===== src/cpu_defines.svh =====
//**************************************
// CPU defines
// Word, address and register file sizes
//**************************************
`ifndef CPU_DEFINES_SVH
`define CPU_DEFINES_SVH

// Width of a data word and of an instruction word
`define CPU_XLEN 32

// Both memories are word addressed with an 8 bit address
`define CPU_ADDR_W 8

// Number of words in each memory
`define CPU_IMEM_DEPTH 256
`define CPU_DMEM_DEPTH 256

// General purpose registers and the width of an index into them
`define CPU_REG_COUNT 32
`define CPU_REG_IDX_W 5

`endif


===== src/reg_file.sv =====
//**************************************
// Register file
// 32 registers, two reads, register 0 is zero
//**************************************
`timescale 1ns/100ps
`include "cpu_defines.svh"

module reg_file (
    input  logic                      clk,
    input  logic                      rst,
    input  logic [`CPU_REG_IDX_W-1:0] rs_idx,
    input  logic [`CPU_REG_IDX_W-1:0] rt_idx,
    input  logic                      wr_en,
    input  logic [`CPU_REG_IDX_W-1:0] wr_idx,
    input  logic [`CPU_XLEN-1:0]      wr_data,
    output logic [`CPU_XLEN-1:0]      rs_val,
    output logic [`CPU_XLEN-1:0]      rt_val
);

    logic [`CPU_XLEN-1:0] regs [`CPU_REG_COUNT];

    always_ff @(posedge clk) begin
        if (rst) begin
            for (int i = 0; i < `CPU_REG_COUNT; i++) begin
                regs[i] <= '0;
            end
        end else if (wr_en && (wr_idx != '0)) begin
            // Register 0 never takes a write so it keeps its reset value of zero
            regs[wr_idx] <= wr_data;
        end
    end

    // Both reads are combinational
    assign rs_val = regs[rs_idx];
    assign rt_val = regs[rt_idx];

endmodule


===== config.mk =====
export PLATFORM = sky130hd
export DESIGN_NAME = reg_file
export DESIGN_NICKNAME = d
export VERILOG_FILES = /design/src/reg_file.sv
export VERILOG_INCLUDE_DIRS = /design/src
export SDC_FILE = /design/constraint.sdc
export NUM_CORES = 2
export LEC_CHECK = 0
export BUFFER_PORTS_ARGS = -buffer_cell sky130_fd_sc_hd__buf_2
export CORE_MARGIN = 10
export CORE_UTILIZATION = 55
export CTS_CLUSTER_SIZE = 30
export DETAILED_ROUTE_END_ITERATION = 8
export PLACE_DENSITY = 0.71
export SLEW_MARGIN = 0
export SYNTH_ARGS = -nofsm -noshare
export SYNTH_HDL_FRONTEND = slang
export SYNTH_SLANG_ARGS = --single-unit

===== constraint.sdc =====
create_clock -name clk -period 2.2 [get_ports clk]
set_clock_uncertainty 0.1 [all_clocks]
set_input_delay 0 -clock clk [delete_from_list [all_inputs] [get_ports clk]]
set_output_delay 0 -clock clk [all_outputs]
set_load 0.005 [all_outputs]

==> impl_metrics.env <==
export IMPL_fp_dieH_um=339
export IMPL_rsz0062_at_grt="yes"
export IMPL_synth_area_leader_cell="edfxtp_1"
export IMPL_setup_viol=10
export IMPL_synthDistinctLibCells=29
export IMPL_synth_avg_cell_area_um2=12.1
export IMPL_antenna_found_initial=10
export IMPL_seqPwrFrac_pct=48.7
export IMPL_finalMaxSlewViolations=0
export IMPL_p_leak_uw=0.0255
export IMPL_viasPerCell=6.49
export IMPL_end_kind="output pin"
export IMPL_clk_pin_slew_worst_paths_ps=60
export IMPL_drt_initial_drc_count=5338
export IMPL_pwr_density_cell_nw_per_um2=737
export IMPL_initial_core_util_pct=55.7
export IMPL_relSlewSlack_pct=41.2
export IMPL_dpl_hpwl_mm=120
export IMPL_gp_congestion=0.911
export IMPL_io_buffers=113
export IMPL_hold_depth=5
export IMPL_wl_per_cell_um=30.4
export IMPL_hp_start="wr_idx[1]"
export IMPL_syn_area_um2=55900
export IMPL_min_period_ps=2340
export IMPL_cp_arrival_ps=2240
export IMPL_synth_top_area_share_pct=55.0
export IMPL_max_freq_mhz=427
export IMPL_grt_overflow_total=0
export IMPL_grt_max_degree=55
export IMPL_syn_inst=4605
export IMPL_worst_pin_slew_ps=882
export IMPL_power_uw=47500
export IMPL_hold_path_class="input pin to flop"
export IMPL_startpoint_type="flop"
export IMPL_synth_yosys_seq_area_share_pct=55.0
export IMPL_ios=114
export IMPL_num_vias=40300
export IMPL_largest_reg_flops=1024
export IMPL_layout_drive_gt1_share_pct=14.6
export IMPL_final_nets=4803
export IMPL_grtUsageTotal_pct=31.7
export IMPL_critPathLaunch="regs[6][13]"
export IMPL_top_register="regs"
export IMPL_ys_ff_latch=1024
export IMPL_fin_setup_tns_ps=-559
export IMPL_core_area_um2=100000
export IMPL_pwr_share_clk_pct=38.5
export IMPL_p_int_uw=35400
export IMPL_area_delta_synth_final_pct=15.2
export IMPL_die_w_um=339
export IMPL_htreeDepth=3
export IMPL_fillerInstances=7619
export IMPL_cts_buffers=108
export IMPL_whs_ps=196
export IMPL_first_pass_iters=7
export IMPL_cts_tree="yes"
export IMPL_rows=116
export IMPL_peakVddDrop_uv=597
export IMPL_clkSinkCount=1024
export IMPL_cts_root_buffer="clkbuf_16"
export IMPL_top_regs="regs x1024"
export IMPL_p_sw_uw=12100
export IMPL_required_ps=2100
export IMPL_drc=0
export IMPL_wl_mm=188
export IMPL_cts_buffer_depth=3
export IMPL_p_sw_share_pct=25.4
export IMPL_path_max_fanout=2
export IMPL_hold_viol=0
export IMPL_finalCritPeriodShare_pct=106
export IMPL_dieArea_um2=115000
export IMPL_ant_nets=0
export IMPL_grt_first_pass_wirelength_mm=270
export IMPL_outcome="complete, but fails checks"
export IMPL_power_frac_comb_pct=12.8
export IMPL_worst_slack_ps=-139
export IMPL_violations="setup timing"
export IMPL_max_cap_violations=0
export IMPL_synth_warnings=0
export IMPL_hold_end="regs[14][4]"
export IMPL_crit_type="flop to output pin"
export IMPL_first_global_vias=39700
export IMPL_synth_area_leaders="edfxtp_1 (55%), mux2i_1 (18%), and2_1 (11%)"
==> area by class of cell <==
class	instances	area, um^2	share of cell area (%)
Timing Repair Buffer	453	4790	7.44
Sequential cell	1024	30700	47.7
Clock buffer	132	2840	4.40
Multi-Input combinational cell	3166	23700	36.8
Tap cell	1357	1700	2.64
Antenna cell	2	5.00	0.00777
Clock inverter	66	636	0.987
==> worst max-delay path, cell delays in order, from the launching register on <==
cell and delay (ps):
edfxtp_1 400, mux2i_1 230, a22o_1 170, nor3_1 60, a31oi_2 270, nand3_2 230, buf_6 180
==> cells by family (layout without fill, tap and decap cells) <==
logic type,after synthesis,after routing,synth area share [%]
simple gates,1534,1534,15.7
compound gates,576,576,7.02
mux,1024,1024,18.3
buf+inv,446,651,3.90
flops,1024,1024,55.0
other cells,1,34,0.00671
==> placed cells by master (no fill, tap or decap), types with 37 or more instances in the layout <==
cell       netlist  layout
a21oi_1        192     192
a22o_1         128     128
a22oi_1        192     192
a31oi_1         64      51
and2_1         994     992
buf_12           0     123
buf_2          113     106
buf_4           63     183
clkbuf_16        0     110
edfxtp_1      1024    1024
mux2i_1       1024    1023
nand2_1        196     194
nand3_1        193     180
nor3_1          64      37
==> cells in the mapped netlist (all sizes together) <==
master  instances
nand2b          5
clkbuf        234
nor2b           5
nand2         196
and2          994
conb            1
nand3b          4
or3b            2
nor3           64
buf           212
or2            33
edfxtp       1024
nand3         194
nor2           35
a31oi          64
a21oi         192
a22o          128
a22oi         192
mux2i        1024
or3             2
==> metal layers <==
metal	vias to the layer above	part of all wire (%)	GRT usage (%)
li1	17200	-	-
met1	20000	37	40.4
met2	2535	47	51.3
met4	6	5.3	15.0
met3	584	11	6.84
met5	-	0.023	0
==> worst max-delay path by stage <==
stage / to / slack (ps)
6_report: rt_val[13] / -140
3_5_place_dp: rs_val[4] / 210
3_3_place_gp: rs_val[4] / 140
2_1_floorplan: regs[12][0] / 490
4_1_cts: rt_val[13] / -80
5_1_grt: rt_val[20] / -120
==> per-stage QoR <==
| step | util (%) | setup slack, ps | instances | cell area (um^2) |
|---|---|---|---|---|
| 3_5_place_dp | 60.0 | 207 | 5972 | 60200 |
| 4_1_cts | 64.0 | -76.1 | 6200 | 64200 |
| 6_report | 64.1 | -139 | 6200 | 64400 |
| 3_3_place_gp | 60.0 | 140 | 5972 | 60200 |
| 2_1_floorplan | - | 492 | 4636 | 56000 |
| 5_1_grt | 64.1 | -120 | 6198 | 64400 |
==> timing repair <==
item / 4_1_cts / 5_1_grt
pin swaps: 19 / 45
gates resized for setup: 42 / 31
hold endpoints to repair: 1024 / 0
setup endpoints to repair: 26 / 44
hold buffers: 33 / 0
setup buffers: 0 / 3
==> power by group through the flow <==
stage	logic, uW	registers, uW	clock network (uW)
2_1_floorplan	3360	23300	0
3_3_place_gp	5740	23400	0
3_5_place_dp	5790	23500	0
4_1_cts	5930	23100	18300
5_1_grt	6350	23200	19100
6_report	6100	23100	18300
Power figures use the tool's default switching activity.
