<file path="src/cpu_defines.svh">
//**************************************
// CPU defines
// Word, address and register file sizes
//**************************************
`ifndef CPU_DEFINES_SVH
`define CPU_DEFINES_SVH

// Width of a data word and of an instruction word
`define CPU_XLEN 32

// Both memories are word addressed with an 8 bit address
`define CPU_ADDR_W 8

// Number of words in each memory
`define CPU_IMEM_DEPTH 256
`define CPU_DMEM_DEPTH 256

// General purpose registers and the width of an index into them
`define CPU_REG_COUNT 32
`define CPU_REG_IDX_W 5

`endif

</file>
<file path="src/core_pkg.sv">
//**************************************
// Core package
// FSM states, ALU ops and datapath bundles
//**************************************
`include "cpu_defines.svh"

package core_pkg;

    typedef enum logic [2:0] {
        ST_LOAD,
        ST_FETCH,
        ST_DECODE,
        ST_EXECUTE,
        ST_MEMWB,
        ST_HALT
    } cpu_state_e;

    typedef enum logic [2:0] {
        ALU_ADD,
        ALU_SUB,
        ALU_AND,
        ALU_OR,
        ALU_SLL,
        ALU_SRL,
        ALU_SLT
    } alu_op_e;

    // How the PC moves after the current instruction
    typedef enum logic [1:0] {
        BR_NONE,
        BR_EQ,
        BR_NE,
        BR_JUMP
    } branch_e;

    // Control bundle that the decoder hands to the control unit
    typedef struct packed {
        alu_op_e                   alu_op;
        logic                      use_imm;
        logic [`CPU_XLEN-1:0]      imm;
        logic [`CPU_REG_IDX_W-1:0] dest;
        logic                      reg_write;
        logic                      is_load;
        logic                      is_store;
        branch_e                   branch;
        logic [`CPU_ADDR_W-1:0]    jump_target;
    } decoded_t;

    // One memory write, also used as the store event at the top
    typedef struct packed {
        logic                   en;
        logic [`CPU_ADDR_W-1:0] addr;
        logic [`CPU_XLEN-1:0]   data;
    } mem_write_t;

endpackage

</file>
<file path="src/alu.sv">
//**************************************
// ALU
// Arithmetic, logic, shift and compare
//**************************************
`timescale 1ns/100ps
`include "cpu_defines.svh"

module alu import core_pkg::*; (
    input  alu_op_e              op,
    input  logic [`CPU_XLEN-1:0] a,
    input  logic [`CPU_XLEN-1:0] b,
    input  logic [4:0]           shamt,
    output logic [`CPU_XLEN-1:0] result,
    output logic                 zero
);

    logic less;

    // Signed compare for slt and slti
    assign less = $signed(a) < $signed(b);

    always_comb begin
        case (op)
            ALU_ADD: result = a + b;
            ALU_SUB: result = a - b;
            ALU_AND: result = a & b;
            ALU_OR:  result = a | b;
            // Shifts move the first operand by the shift amount field
            ALU_SLL: result = a << shamt;
            ALU_SRL: result = a >> shamt;
            ALU_SLT: result = {{(`CPU_XLEN-1){1'b0}}, less};
            default: result = '0;
        endcase
    end

    // For beq and bne the result is rs minus rt
    assign zero = (result == '0);

endmodule

</file>
<file path="config.mk">
export PLATFORM = sky130hd
export DESIGN_NAME = alu
export DESIGN_NICKNAME = d
export VERILOG_FILES = /design/src/core_pkg.sv /design/src/alu.sv
export VERILOG_INCLUDE_DIRS = /design/src
export SDC_FILE = /design/constraint.sdc
export NUM_CORES = 1
export LEC_CHECK = 0
export BUFFER_PORTS_ARGS = -buffer_cell sky130_fd_sc_hd__buf_2
export CAP_MARGIN = 20
export CORE_MARGIN = 10
export CORE_UTILIZATION = 45
export DETAILED_ROUTE_END_ITERATION = 8
export PLACE_DENSITY_LB_ADDON = 0.2
export SYNTH_ARGS = -nofsm -noshare
export SYNTH_HDL_FRONTEND = slang
export SYNTH_SLANG_ARGS = --single-unit
</file>
<file path="constraint.sdc">
create_clock -name vclk -period 6.4
set_clock_uncertainty 0.2 [all_clocks]
set_input_delay 0.96 -clock vclk [all_inputs]
set_output_delay 0.96 -clock vclk [all_outputs]
set_load 0.05 [all_outputs]
</file>
==> results.cfg <==
[power_and_ir_drop]
cellPowerDensity_nw_per_um2 = 108
leakage_nw = 4.73
vdd.ir_drop.worst_mv = 0.0657

[global_routing]
grt_max_degree = 62
grt_pass1_vias = 10993
grt_pass1_wl_um = 70500
grt_use_total_pct = 33.6
overflow = 0
antenna_found_initial = 2

[synthesis]
synth_warnings = 0
synth_area_leaders = ha_1 (14%), mux4_2 (11%), mux2i_1 (7.7%)
syn_area_per_cell_um2 = 7.13
ys_top_cells_by_count = nor2_1 (134), nand2_1 (113), ha_1 (106)
synth_most_common_cell = nor2_1
synth_largest_type_area_fraction_pct = 14.0
synth_top_area_cell = ha_1
ys_types = 93
yosysSeqAreaShare_pct = 0
synth_nets = 1510
syn_area_um2 = 9480
netlist_instances = 1330

[clock_network]
cts_hold_buffers = 0

[sta]
hold_violations = 0
tns_ns = 0
tightest_slew_ns = 1.06
setup_violations = 0
period_needed_ns = 6.18
rsz0062_at_grt = no
finalCritPeriodShare_pct = 96.6
maxSlewViolCount = 0
fmax_mhz = 162
relSlewSlack_pct = 29.3

[critical_path]
critical_path.max_stage_delay_ns = 0.52
path_cells = buf_2 > buf_4 > inv_1 > ha_1 > fa_1 > nor2_2 > o311ai_2 > a211oi_2 > nor3_2 > a2111oi_4 > buf_4 > nor2_1 > a32oi_1 > a31oi_1 > or4_1 > nor4_4 > buf_4 > and4_1 > clkbuf_4
arrival_ns = 5.02
crit_start = a[0]
crit_path_top_delay_cell = a2111oi_4
startpoint_type = input pin
crit_type = input pin to output pin
crit_required_ns = 5.24
cp-end-kind = output pin
crit_fanout = 9
cpMostUsedCell = buf_4

[finish]
fin_nets = 1602
area_growth_pct = 11.8
layoutNonFillerInstCount = 1695
layout-drive-gt1-share_pct = 20.7
ff_latch_area_um2 = 0
n_fill_cell = 2165
diodes = 0
design.seq.count = 0
n_clock_buffer = 0

[die]
start_util_pct = 45.4
die_w_um = 165
dieArea_um2 = 27300
core-area_um2 = 20900
rows = 53
die_h_um = 165
io_pins = 105

[placement]
gp_congestion = 1.07
place_inst = 1694
numPortBuffers = 105
dp_hpwl_um = 39200

[min_path]
min_to = result[29]
hp-start = b[28]
hold_class = input pin to output pin
hold_depth = 6

[route]
routedWlPerCell_um = 28.2
drc = 0
drt_iter0_drc = 1897
dr.pass1.iters = 6
vias = 11720
wl_um = 47900
detail-route-antenna-nets = 0
drt-vias-per-instance = 6.91

[run_status]
status = completed

[job]
drv_cap = 0
logic make-up (layout without fill, tap and decap cells):
logic type / after synthesis / count (layout) / share of synthesized area, %
XOR/XNOR: 24 / 24 / 2.22
adder cells (fa/ha/maj): 108 / 108 / 14.4
AND/OR/NAND/NOR: 420 / 420 / 21.3
buffers and inverters: 205 / 295 / 9.45
AO/OA/AOI/OAI: 435 / 435 / 31.4
multiplexers: 138 / 138 / 21.2
critical path, delay by kind of cell:
kind / cells / cell delay (ns)
simple gates: 6 / 1.32
compound gates: 5 / 1.16
buf+inv: 6 / 0.91
fa+ha+maj: 2 / 0.65
cell usage in the layout (no fill, tap or decap), types with 10 or more instances in the layout:
cell type,instances
nand2b_1,17
nand3_1,26
o31ai_1,10
o221ai_1,14
ha_1,106
inv_1,95
buf_4,91
buf_2,103
a21o_1,17
nor3_1,29
mux2i_1,73
and3_1,12
xnor2_1,23
nand2_1,113
mux2_2,16
nand4_1,12
nor2_1,133
mux4_2,47
a211oi_1,25
o21bai_1,10
a31oi_1,20
nor2b_1,16
a21oi_1,101
a221oi_1,10
o211ai_1,18
o22ai_1,19
o21ai_0,84
final cells by class:
class | count | area [um^2] | area share (%)
multi-input cells | 1125 | 8630 | 81.4
repair buffers | 198 | 1270 | 11.9
inverters | 97 | 364 | 3.43
well taps | 275 | 344 | 3.25
power breakdown:
group          switching [W]  internal (W)
registers                  0             0
logic               0.000757      0.000388
clock network              0             0
total               0.000757      0.000388
through the flow:
step	hold slack (ns)	worst slack [ns]	utilization [%]	area, um^2	total power [W]
6_report	2.47	0.220	50.7	10600	0.00115
3_3_place_gp	2.46	0.153	50.6	10600	0.00111
4_1_cts	2.45	0.0641	50.6	10600	0.00110
3_5_place_dp	2.43	0.0917	50.6	10600	0.00110
2_1_floorplan	2.11	0.277	-	9480	0.000725
5_1_grt	2.54	0.0348	50.7	10600	0.00120
routing by layer:
| metal | wire, um | track usage [%] | up-vias |
|---|---|---|---|
| met4 | 2120 | 11.6 | 4 |
| met1 | 19200 | 45.5 | 5545 |
| li1 | - | - | 5169 |
| met2 | 20800 | 52.1 | 851 |
| met3 | 5730 | 6.62 | 151 |
| met5 | 27 | 0 | - |
repair_timing:
action / 4_1_cts / 5_1_grt
setup buffers: 0 / 1
resized for setup: 0 / 7
setup endpoints to repair: 0 / 1
how the worst max path moves through the flow:
stage	depth (start not counted)	slack [ns]	endpoint
6_report	19	0.22	zero
3_3_place_gp	16	0.15	zero
3_5_place_dp	18	0.09	zero
2_1_floorplan	14	0.28	zero
4_1_cts	18	0.06	zero
5_1_grt	17	0.03	zero
Note: power is estimated with default switching activity, not from simulation.
