$ cat src/cpu_defines.svh
//**************************************
// CPU defines
// Word, address and register file sizes
//**************************************
`ifndef CPU_DEFINES_SVH
`define CPU_DEFINES_SVH

// Width of a data word and of an instruction word
`define CPU_XLEN 32

// Both memories are word addressed with an 8 bit address
`define CPU_ADDR_W 8

// Number of words in each memory
`define CPU_IMEM_DEPTH 256
`define CPU_DMEM_DEPTH 256

// General purpose registers and the width of an index into them
`define CPU_REG_COUNT 32
`define CPU_REG_IDX_W 5

`endif

$ cat src/isa_pkg.sv
//**************************************
// ISA package
// Instruction layout and opcode encodings
//**************************************
`include "cpu_defines.svh"

package isa_pkg;

    // Instruction word in R-type layout
    // I-type reuses the low 16 bits as its immediate
    // J-type takes its target from the low bits as well
    typedef struct packed {
        logic [5:0]                opcode;
        logic [`CPU_REG_IDX_W-1:0] rs;
        logic [`CPU_REG_IDX_W-1:0] rt;
        logic [`CPU_REG_IDX_W-1:0] rd;
        logic [4:0]                shamt;
        logic [5:0]                funct;
    } instr_t;

    // Opcodes that the core executes
    // Anything else runs as a no-op
    typedef enum logic [5:0] {
        OP_RTYPE = 6'd0,
        OP_ADDI  = 6'd1,
        OP_AND   = 6'd3,
        OP_OR    = 6'd4,
        OP_ANDI  = 6'd5,
        OP_ORI   = 6'd6,
        OP_SHIFT = 6'd7,
        OP_LW    = 6'd8,
        OP_SW    = 6'd9,
        OP_BEQ   = 6'd10,
        OP_BNE   = 6'd11,
        OP_J     = 6'd16,
        OP_SLT   = 6'd19,
        OP_SLTI  = 6'd20
    } opcode_e;

    // Function codes under opcode 0 (add and sub) and opcode 7 (sll and srl)
    typedef enum logic [5:0] {
        FN_ADD_SLL = 6'd0,
        FN_SUB_SRL = 6'd1
    } funct_e;

endpackage

$ cat src/core_pkg.sv
//**************************************
// Core package
// FSM states, ALU ops and datapath bundles
//**************************************
`include "cpu_defines.svh"

package core_pkg;

    typedef enum logic [2:0] {
        ST_LOAD,
        ST_FETCH,
        ST_DECODE,
        ST_EXECUTE,
        ST_MEMWB,
        ST_HALT
    } cpu_state_e;

    typedef enum logic [2:0] {
        ALU_ADD,
        ALU_SUB,
        ALU_AND,
        ALU_OR,
        ALU_SLL,
        ALU_SRL,
        ALU_SLT
    } alu_op_e;

    // How the PC moves after the current instruction
    typedef enum logic [1:0] {
        BR_NONE,
        BR_EQ,
        BR_NE,
        BR_JUMP
    } branch_e;

    // Control bundle that the decoder hands to the control unit
    typedef struct packed {
        alu_op_e                   alu_op;
        logic                      use_imm;
        logic [`CPU_XLEN-1:0]      imm;
        logic [`CPU_REG_IDX_W-1:0] dest;
        logic                      reg_write;
        logic                      is_load;
        logic                      is_store;
        branch_e                   branch;
        logic [`CPU_ADDR_W-1:0]    jump_target;
    } decoded_t;

    // One memory write, also used as the store event at the top
    typedef struct packed {
        logic                   en;
        logic [`CPU_ADDR_W-1:0] addr;
        logic [`CPU_XLEN-1:0]   data;
    } mem_write_t;

endpackage

$ cat src/instr_decoder.sv
//**************************************
// Instruction decoder
// Maps opcode and funct to a control bundle
//**************************************
`timescale 1ns/100ps
`include "cpu_defines.svh"

module instr_decoder import isa_pkg::*, core_pkg::*; (
    input  instr_t   ir,
    output decoded_t dec
);

    logic [`CPU_XLEN-1:0] imm_sext;
    logic [`CPU_XLEN-1:0] imm_zext;

    // The immediate is the low 16 bits of the word
    assign imm_sext = {{(`CPU_XLEN-16){ir[15]}}, ir[15:0]};
    assign imm_zext = {{(`CPU_XLEN-16){1'b0}}, ir[15:0]};

    always_comb begin
        // Start from a bundle with nothing enabled
        dec             = '0;
        dec.imm         = imm_sext;
        dec.dest        = ir.rt;
        dec.jump_target = ir[`CPU_ADDR_W-1:0];
        case (opcode_e'(ir.opcode))
            OP_RTYPE, OP_SHIFT: begin
                // Funct picks add or sub, and sll or srl under opcode 7
                dec.dest = ir.rd;
                case (funct_e'(ir.funct))
                    FN_ADD_SLL: begin
                        dec.alu_op    = (ir.opcode == OP_SHIFT) ? ALU_SLL : ALU_ADD;
                        dec.reg_write = 1'b1;
                    end
                    FN_SUB_SRL: begin
                        dec.alu_op    = (ir.opcode == OP_SHIFT) ? ALU_SRL : ALU_SUB;
                        dec.reg_write = 1'b1;
                    end
                    default: dec.reg_write = 1'b0;
                endcase
            end
            OP_AND, OP_OR, OP_SLT: begin
                dec.dest      = ir.rd;
                dec.reg_write = 1'b1;
                dec.alu_op    = (ir.opcode == OP_AND) ? ALU_AND :
                                (ir.opcode == OP_OR)  ? ALU_OR  : ALU_SLT;
            end
            OP_ADDI, OP_SLTI: begin
                dec.use_imm   = 1'b1;
                dec.reg_write = 1'b1;
                dec.alu_op    = (ir.opcode == OP_ADDI) ? ALU_ADD : ALU_SLT;
            end
            OP_ANDI, OP_ORI: begin
                // Logical immediates are zero extended
                dec.imm       = imm_zext;
                dec.use_imm   = 1'b1;
                dec.reg_write = 1'b1;
                dec.alu_op    = (ir.opcode == OP_ANDI) ? ALU_AND : ALU_OR;
            end
            OP_LW: begin
                dec.use_imm   = 1'b1;
                dec.reg_write = 1'b1;
                dec.is_load   = 1'b1;
            end
            OP_SW: begin
                dec.use_imm  = 1'b1;
                dec.is_store = 1'b1;
            end
            OP_BEQ, OP_BNE: begin
                // Compare rs with rt by subtraction and let the zero flag decide
                dec.alu_op = ALU_SUB;
                dec.branch = (ir.opcode == OP_BEQ) ? BR_EQ : BR_NE;
            end
            OP_J: dec.branch = BR_JUMP;
            default: dec.branch = BR_NONE;
        endcase
    end

endmodule

$ cat config.mk
export PLATFORM = sky130hd
export DESIGN_NAME = instr_decoder
export DESIGN_NICKNAME = d
export VERILOG_FILES = /design/src/isa_pkg.sv /design/src/core_pkg.sv /design/src/instr_decoder.sv
export VERILOG_INCLUDE_DIRS = /design/src
export SDC_FILE = /design/constraint.sdc
export NUM_CORES = 1
export LEC_CHECK = 0
export BUFFER_PORTS_ARGS = -buffer_cell sky130_fd_sc_hd__buf_2
export CAP_MARGIN = 0
export CORE_UTILIZATION = 32
export DETAILED_ROUTE_END_ITERATION = 7
export GPL_TIMING_DRIVEN = 0
export PLACE_DENSITY = 0.81
export SLEW_MARGIN = 20
export SYNTH_ARGS = -nofsm -noshare
export SYNTH_HDL_FRONTEND = slang
export SYNTH_SLANG_ARGS = --single-unit
$ cat constraint.sdc
create_clock -name vclk -period 1.1
set_input_delay 0.055 -clock vclk [all_inputs]
set_output_delay 0.055 -clock vclk [all_outputs]
set_load 0.03 [all_outputs]
==> metrics.txt, run 1 <==
# TYPE chip_impl_metric gauge
chip_impl_info{name="run_status",value="finished with violations"} 1
chip_impl_info{name="failed_checks",value="setup timing"} 1
chip_impl_metric{name="floorplan.die_area",unit="um2"} 2460
chip_impl_metric{name="yosys_warnings",unit=""} 0
chip_impl_info{name="critical-path-top-cell-by-count",value="buf_6"} 1
chip_impl_metric{name="setup_viol",unit=""} 24
chip_impl_metric{name="fin_cells",unit=""} 215
chip_impl_metric{name="crit_buf_inv",unit=""} 4
chip_impl_info{name="synth.most_common_cell",value="buf_4"} 1
chip_impl_info{name="cp-startpoint",value="ir[26]"} 1
chip_impl_metric{name="floorplan.initialDensity",unit="%"} 35.5
chip_impl_metric{name="finalHoldViolCount",unit=""} 0
chip_impl_metric{name="wl",unit="um"} 2980
chip_impl_metric{name="average_cell_area_after_synthesis",unit="um2"} 7.26
chip_impl_metric{name="dpl.cell_count",unit=""} 201
chip_impl_metric{name="period_utilisation_layout",unit="%"} 115
chip_impl_info{name="synth_largest_area_cell",value="buf_4"} 1
chip_impl_metric{name="timing.critical_path.depth",unit=""} 8
chip_impl_metric{name="postRouteAntennaNets",unit=""} 0
chip_impl_metric{name="synth.distinct_cells",unit=""} 31
chip_impl_metric{name="grt_first_pass_wirelength",unit="um"} 4170
chip_impl_metric{name="number_of_diodes_added_for_antenna_fixing",unit=""} 0
chip_impl_metric{name="viasPerCell",unit=""} 4.71
chip_impl_metric{name="grt_antenna_before_repair",unit=""} 0
chip_impl_metric{name="detailed_place_hpwl",unit="um"} 1750
chip_impl_metric{name="design.portCount",unit=""} 86
chip_impl_info{name="hold_path.class",value="primary input to primary output"} 1
chip_impl_info{name="worst_setup_path_start_kind",value="primary input"} 1
chip_impl_info{name="criticalPathCategory",value="primary input to primary output"} 1
chip_impl_info{name="synth.area.top_cells",value="buf_4 44%, mux2_4 10%, nor2_1 5.7%, nand2_1 3.1%, a21oi_1 2.1%"} 1
chip_impl_metric{name="timing.critical_path.arrival",unit="ns"} 1.21
chip_impl_metric{name="synth_top_cell_area_share",unit="%"} 44.5
chip_impl_metric{name="detailedPlace.worstSlack",unit="ns"} -0.277
chip_impl_metric{name="crit_fanout",unit=""} 4
chip_impl_metric{name="nClkBuffers",unit=""} 0
chip_impl_info{name="critical-path-top-delay-family",value="simple AND/OR/NAND/NOR gates"} 1
chip_impl_metric{name="syn_inst",unit=""} 100
chip_impl_metric{name="global_route.usage.total",unit="%"} 21.0
chip_impl_metric{name="drt_first_pass_iters",unit=""} 4
chip_impl_info{name="critical_path.cell_chain",value="buf_8 -> buf_6 -> buf_6 -> nor2b_4 -> a32oi_1 -> nor2_1 -> or3_4 -> buf_6"} 1
chip_impl_metric{name="largest_net_degree_at_the_start_of_global_routing",unit=""} 12
chip_impl_info{name="yosys-top-cells-count",value="43 x buf_4, 11 x nor2_1, 6 x nand2_1"} 1
chip_impl_metric{name="port_buffers",unit=""} 74
chip_impl_metric{name="fin_nets",unit=""} 222
chip_impl_metric{name="synthToLayoutAreaGrowth",unit="%"} 132
chip_impl_info{name="timing.critical_path.slowest_stage_cell",value="or3_4"} 1
chip_impl_metric{name="syn-num-nets",unit=""} 132
chip_impl_metric{name="dieWidth",unit="um"} 49.6
chip_impl_metric{name="cpPeakStageDelay",unit="ns"} 0.33
chip_impl_metric{name="maxSlewHeadroom",unit="%"} 83.1
chip_impl_metric{name="sequential_cell_count",unit=""} 0
chip_impl_metric{name="critical_path_required",unit="ns"} 1.04
chip_impl_info{name="rsz0062_at_grt",value="true"} 1
chip_impl_metric{name="wl_per_cell",unit="um"} 13.9
chip_impl_metric{name="power.ir.vdd_worst",unit="mV"} 0.393
chip_impl_metric{name="gr-total-overflow",unit=""} 0
chip_impl_metric{name="cap_violations",unit=""} 0
chip_impl_metric{name="detail_route.iter0.violations",unit=""} 25
chip_impl_metric{name="power_leakage",unit="nW"} 0.857
chip_impl_metric{name="maxSlewViolCount",unit=""} 0
chip_impl_metric{name="power",unit="uW"} 873
chip_impl_metric{name="utilization",unit="%"} 82.4
chip_impl_metric{name="fin_crit",unit="ns"} 1.27
chip_impl_metric{name="drc",unit=""} 0
chip_impl_info{name="endpoint_kind",value="primary output"} 1
chip_impl_metric{name="core_region_area",unit="um2"} 2040
chip_impl_metric{name="synth_sequential_area_ratio",unit="%"} 0
chip_impl_metric{name="area.sequential",unit="um2"} 0
chip_impl_metric{name="num_vias",unit=""} 1013
chip_impl_metric{name="worstMarginPinSlew",unit="ns"} 0.252
chip_impl_metric{name="vias_in_the_first_global_route",unit=""} 915
chip_impl_metric{name="fp-row-count",unit=""} 16
chip_impl_metric{name="die_extent_in_y",unit="um"} 49.6
chip_impl_metric{name="setup_ws",unit="ns"} -0.165
chip_impl_metric{name="maxClockFrequency",unit="MHz"} 790
chip_impl_metric{name="power_density",unit="nW/um2"} 518
chip_impl_metric{name="synth_area",unit="um2"} 726
chip_impl_metric{name="drive_above_1_share",unit="%"} 83.5
chip_impl_metric{name="gp_routability_congestion",unit=""} 0.862
chip_impl_info{name="endpoint",value="dec[12]"} 1
==> power by group <==
part	internal [mW]	switching, mW
combinational	0.427	0.446
sequential	0	0
clock	0	0
==> layout make-up <==
class | instances | area, um2
fill | 115 | 359
multi-input combinational | 56 | 532
timing repair buffer | 87 | 681
buffer | 45 | 437
tap | 27 | 33.8
==> metrics by stage <==
| step | cell area (um2) | setup TNS [ns] | hold slack, ns |
|---|---|---|---|
| after detailed placement | 1250 | -4.96 | 0.360 |
| after global routing | 1680 | -2.79 | 0.363 |
| after global placement | 1250 | -4.66 | 0.362 |
| final | 1680 | -2.14 | 0.359 |
| after CTS | 1580 | -2.86 | 0.360 |
| after floorplan | 842 | -1.23 | 0.160 |
==> what timing repair did <==
item                                    in CTS  in global routing
gates cloned                                 1                  1
gates resized for setup                     73                 18
hold buffers                                 0                  0
pin swaps                                    8                  8
endpoints found under the setup margin      25                 29
buffers inserted                             8                  4
==> logic make-up (layout without fill, tap and decap cells) <==
family | count (synthesis) | in the layout | synth area share [%]
buf+inv | 45 | 132 | 46.7
simple gates | 31 | 31 | 22.2
compound gates | 16 | 17 | 16.9
mux | 6 | 6 | 11.7
xor+xnor | 2 | 2 | 2.41
==> layout by cell type, fill, tap and decap left out, types with 2 or more instances in the layout <==
master	synthesis	layout
buf_6	1	43
buf_2	1	43
buf_4	43	39
nor2_1	11	7
nand2_1	6	5
mux2_4	5	5
buf_8	0	4
o21ai_0	3	3
buf_12	0	2
nand3_1	2	2
nor2_4	0	2
nor2_2	0	2
a21oi_1	3	2
a21boi_1	0	2
o41a_4	0	2
==> metal layers <==
metal	GRT usage [%]	part of all wire (%)	vias to the layer above
li1	-	-	483
met1	22.0	34	444
met2	43.0	54	78
met3	3.70	9.6	8
met4	2.38	3.0	0
met5	0	0	-
==> how the worst min path moves through the flow <==
stage                      start      end  slack (ns)  cells past startpoint
final                      ir[9]  dec[27]        0.36                      2
after global routing       ir[9]  dec[27]        0.36                      2
after CTS                  ir[9]  dec[27]        0.36                      2
after detailed placement   ir[9]  dec[27]        0.36                      2
after global placement     ir[6]  dec[24]        0.36                      2
after floorplan           ir[31]   dec[8]        0.16                      1
Note: power is estimated with default switching activity, not from simulation.
==> run 2: changes to the inputs <==
- clock period: 1.1 -> 1.05 ns (I/O delays scaled with it)
==> run 2 against run 1 <==
Effect of this change:
- the run still ends with setup timing left
- sequential share of layout area is the same
- critical path depth unchanged
- flip-flop and latch count unchanged
- largest power group unchanged
- non-clock buffer count down 5
- wire length decreased by 16%
- via count is 6.2% lower
- critical path type unchanged
- hold slack lost 0.0049 ns
- combinational power about the same
==> metrics.txt, run 2 (synthesis results as in run 1) <==
# TYPE chip_impl_metric gauge
chip_impl_info{name="run_status",value="finished with violations"} 1
chip_impl_info{name="failed_checks",value="setup timing"} 1
chip_impl_info{name="endpoint_kind",value="primary output"} 1
chip_impl_metric{name="fin_crit",unit="ns"} 1.27
chip_impl_metric{name="power.ir.vdd_worst",unit="mV"} 0.340
chip_impl_info{name="critical-path-top-cell-by-count",value="buf_6"} 1
chip_impl_metric{name="grt_first_pass_wirelength",unit="um"} 3970
chip_impl_metric{name="design.portCount",unit=""} 86
chip_impl_metric{name="setup_viol",unit=""} 28
chip_impl_metric{name="postRouteAntennaNets",unit=""} 0
chip_impl_metric{name="fp-row-count",unit=""} 16
chip_impl_info{name="layout.cells.most_common",value="buf_6"} 1
chip_impl_metric{name="vias_in_the_first_global_route",unit=""} 917
chip_impl_metric{name="cap_violations",unit=""} 0
chip_impl_metric{name="wl_per_cell",unit="um"} 11.9
chip_impl_metric{name="period_utilisation_layout",unit="%"} 121
chip_impl_metric{name="maxClockFrequency",unit="MHz"} 789
chip_impl_metric{name="floorplan.initialDensity",unit="%"} 35.5
chip_impl_metric{name="setup_ws",unit="ns"} -0.218
chip_impl_info{name="holdCritStartpoint",value="ir[10]"} 1
chip_impl_metric{name="grt_antenna_before_repair",unit=""} 0
chip_impl_metric{name="largest_net_degree_at_the_start_of_global_routing",unit=""} 12
chip_impl_metric{name="fin_nets",unit=""} 217
chip_impl_metric{name="met2_usage",unit="%"} 40.5
chip_impl_metric{name="detailedPlace.worstSlack",unit="ns"} -0.319
chip_impl_metric{name="num-fill-cells",unit=""} 150
chip_impl_info{name="min_to",value="dec[28]"} 1
chip_impl_metric{name="crit_fanout",unit=""} 5
chip_impl_metric{name="sequential_cell_count",unit=""} 0
chip_impl_info{name="rsz0062_at_grt",value="true"} 1
chip_impl_metric{name="gp_routability_congestion",unit=""} 0.840
chip_impl_metric{name="area.sequential",unit="um2"} 0
chip_impl_metric{name="worstMarginPinSlew",unit="ns"} 0.221
chip_impl_metric{name="timing.critical_path.arrival",unit="ns"} 1.22
chip_impl_metric{name="grt_use_met1",unit="%"} 21.2
chip_impl_info{name="timing.critical_path.slowest_stage_cell",value="or3_1"} 1
chip_impl_metric{name="maxSlewHeadroom",unit="%"} 85.1
chip_impl_info{name="worst_setup_path_start_kind",value="primary input"} 1
chip_impl_metric{name="critical_path_required",unit="ns"} 1.00
chip_impl_metric{name="drive_above_1_share",unit="%"} 82.5
chip_impl_metric{name="port_buffers",unit=""} 74
chip_impl_metric{name="dieWidth",unit="um"} 49.6
chip_impl_info{name="criticalPathCategory",value="primary input to primary output"} 1
chip_impl_metric{name="global_route.usage.total",unit="%"} 19.5
chip_impl_info{name="critical_path.cell_chain",value="buf_6 -> buf_6 -> buf_6 -> nor2b_4 -> a32oi_2 -> nor2_1 -> or3_1 -> buf_6"} 1
chip_impl_metric{name="power_leakage",unit="nW"} 0.823
chip_impl_metric{name="finalHoldViolCount",unit=""} 0
chip_impl_metric{name="drt_first_pass_iters",unit=""} 4
chip_impl_metric{name="multi_input_area",unit="um2"} 514
chip_impl_metric{name="core_region_area",unit="um2"} 2040
chip_impl_metric{name="detail_route.iter0.violations",unit=""} 6
chip_impl_metric{name="ctsHoldBuffers",unit=""} 0
chip_impl_info{name="hold_path.class",value="primary input to primary output"} 1
chip_impl_metric{name="hold_depth",unit=""} 2
chip_impl_metric{name="nClkBuffers",unit=""} 0
chip_impl_metric{name="wl",unit="um"} 2500
chip_impl_metric{name="gr-total-overflow",unit=""} 0
chip_impl_metric{name="number_of_diodes_added_for_antenna_fixing",unit=""} 0
chip_impl_metric{name="placed_area",unit="um2"} 1250
chip_impl_metric{name="cpPeakStageDelay",unit="ns"} 0.32
chip_impl_info{name="layout.cells.most_common_list",value="45 x buf_6, 44 x buf_2, 33 x buf_4"} 1
chip_impl_metric{name="power_density",unit="nW/um2"} 544
chip_impl_metric{name="synthToLayoutAreaGrowth",unit="%"} 122
chip_impl_info{name="layer_carrying_the_most_global_route_usage",value="met2"} 1
chip_impl_metric{name="drc",unit=""} 0
chip_impl_metric{name="floorplan.die_area",unit="um2"} 2460
chip_impl_metric{name="num_vias",unit=""} 950
chip_impl_metric{name="maxSlewViolCount",unit=""} 0
chip_impl_metric{name="detailed_place_hpwl",unit="um"} 1650
chip_impl_metric{name="final_hold_slack",unit="ns"} 0.355
chip_impl_metric{name="final_area",unit="um2"} 1610
chip_impl_metric{name="met3_usage",unit="%"} 2.47
chip_impl_metric{name="die_extent_in_y",unit="um"} 49.6
chip_impl_metric{name="viasPerCell",unit=""} 4.52
==> run 2: what timing repair did <==
| item | 4_1_cts | 5_1_grt |
|---|---|---|
| pin swaps | 8 | 8 |
| gates resized for setup | 70 | 7 |
| endpoints found under the setup margin | 25 | 30 |
| gates cloned | 1 | 0 |
| buffers inserted | 7 | 2 |
==> run 2: layout make-up <==
class / count / share of cell area (%)
buffer: 45 / 26.6
multi-input combinational: 56 / 32.0
tap: 27 / 2.10
timing repair buffer: 82 / 39.3
==> run 2: critical path: cells and delay by family <==
| family | cells | cell delay, ns |
|---|---|---|
| compound gates | 1 | 0.17 |
| buf+inv | 4 | 0.47 |
| simple gates | 3 | 0.51 |
==> run 2: worst max path at each step <==
stage                start       to  cells after the start
floorplan           ir[29]  dec[12]                      5
global route        ir[26]  dec[12]                      8
CTS                 ir[27]  dec[47]                      6
global placement    ir[26]  dec[35]                      6
detailed placement  ir[30]  dec[35]                      5
finish              ir[26]  dec[12]                      8
==> run 2: through the flow <==
| stage | instances | setup TNS [ns] | utilization [%] | power (mW) |
|---|---|---|---|---|
| floorplan | 100 | -2.00 | - | 0.529 |
| global placement | 201 | -5.62 | 61.2 | 0.689 |
| detailed placement | 201 | -5.93 | 61.2 | 0.698 |
| CTS | 209 | -4.29 | 76.3 | 0.848 |
| global route | 210 | -5.86 | 78.7 | 0.919 |
| finish | 210 | -4.60 | 78.7 | 0.875 |
==> run 2: report_power, final <==
group          switching [mW]  leakage (nW)  internal [mW]  total (mW)
Combinational           0.449         0.823          0.426       0.875
Sequential                  0             0              0           0
Clock                       0             0              0           0
==> run 2: routing by layer <==
| metal | vias to the layer above | routed length, um |
|---|---|---|
| li1 | 474 | - |
| met5 | - | 0 |
| met3 | 0 | 195 |
| met2 | 54 | 1370 |
| met1 | 422 | 933 |
| met4 | 0 | 0 |
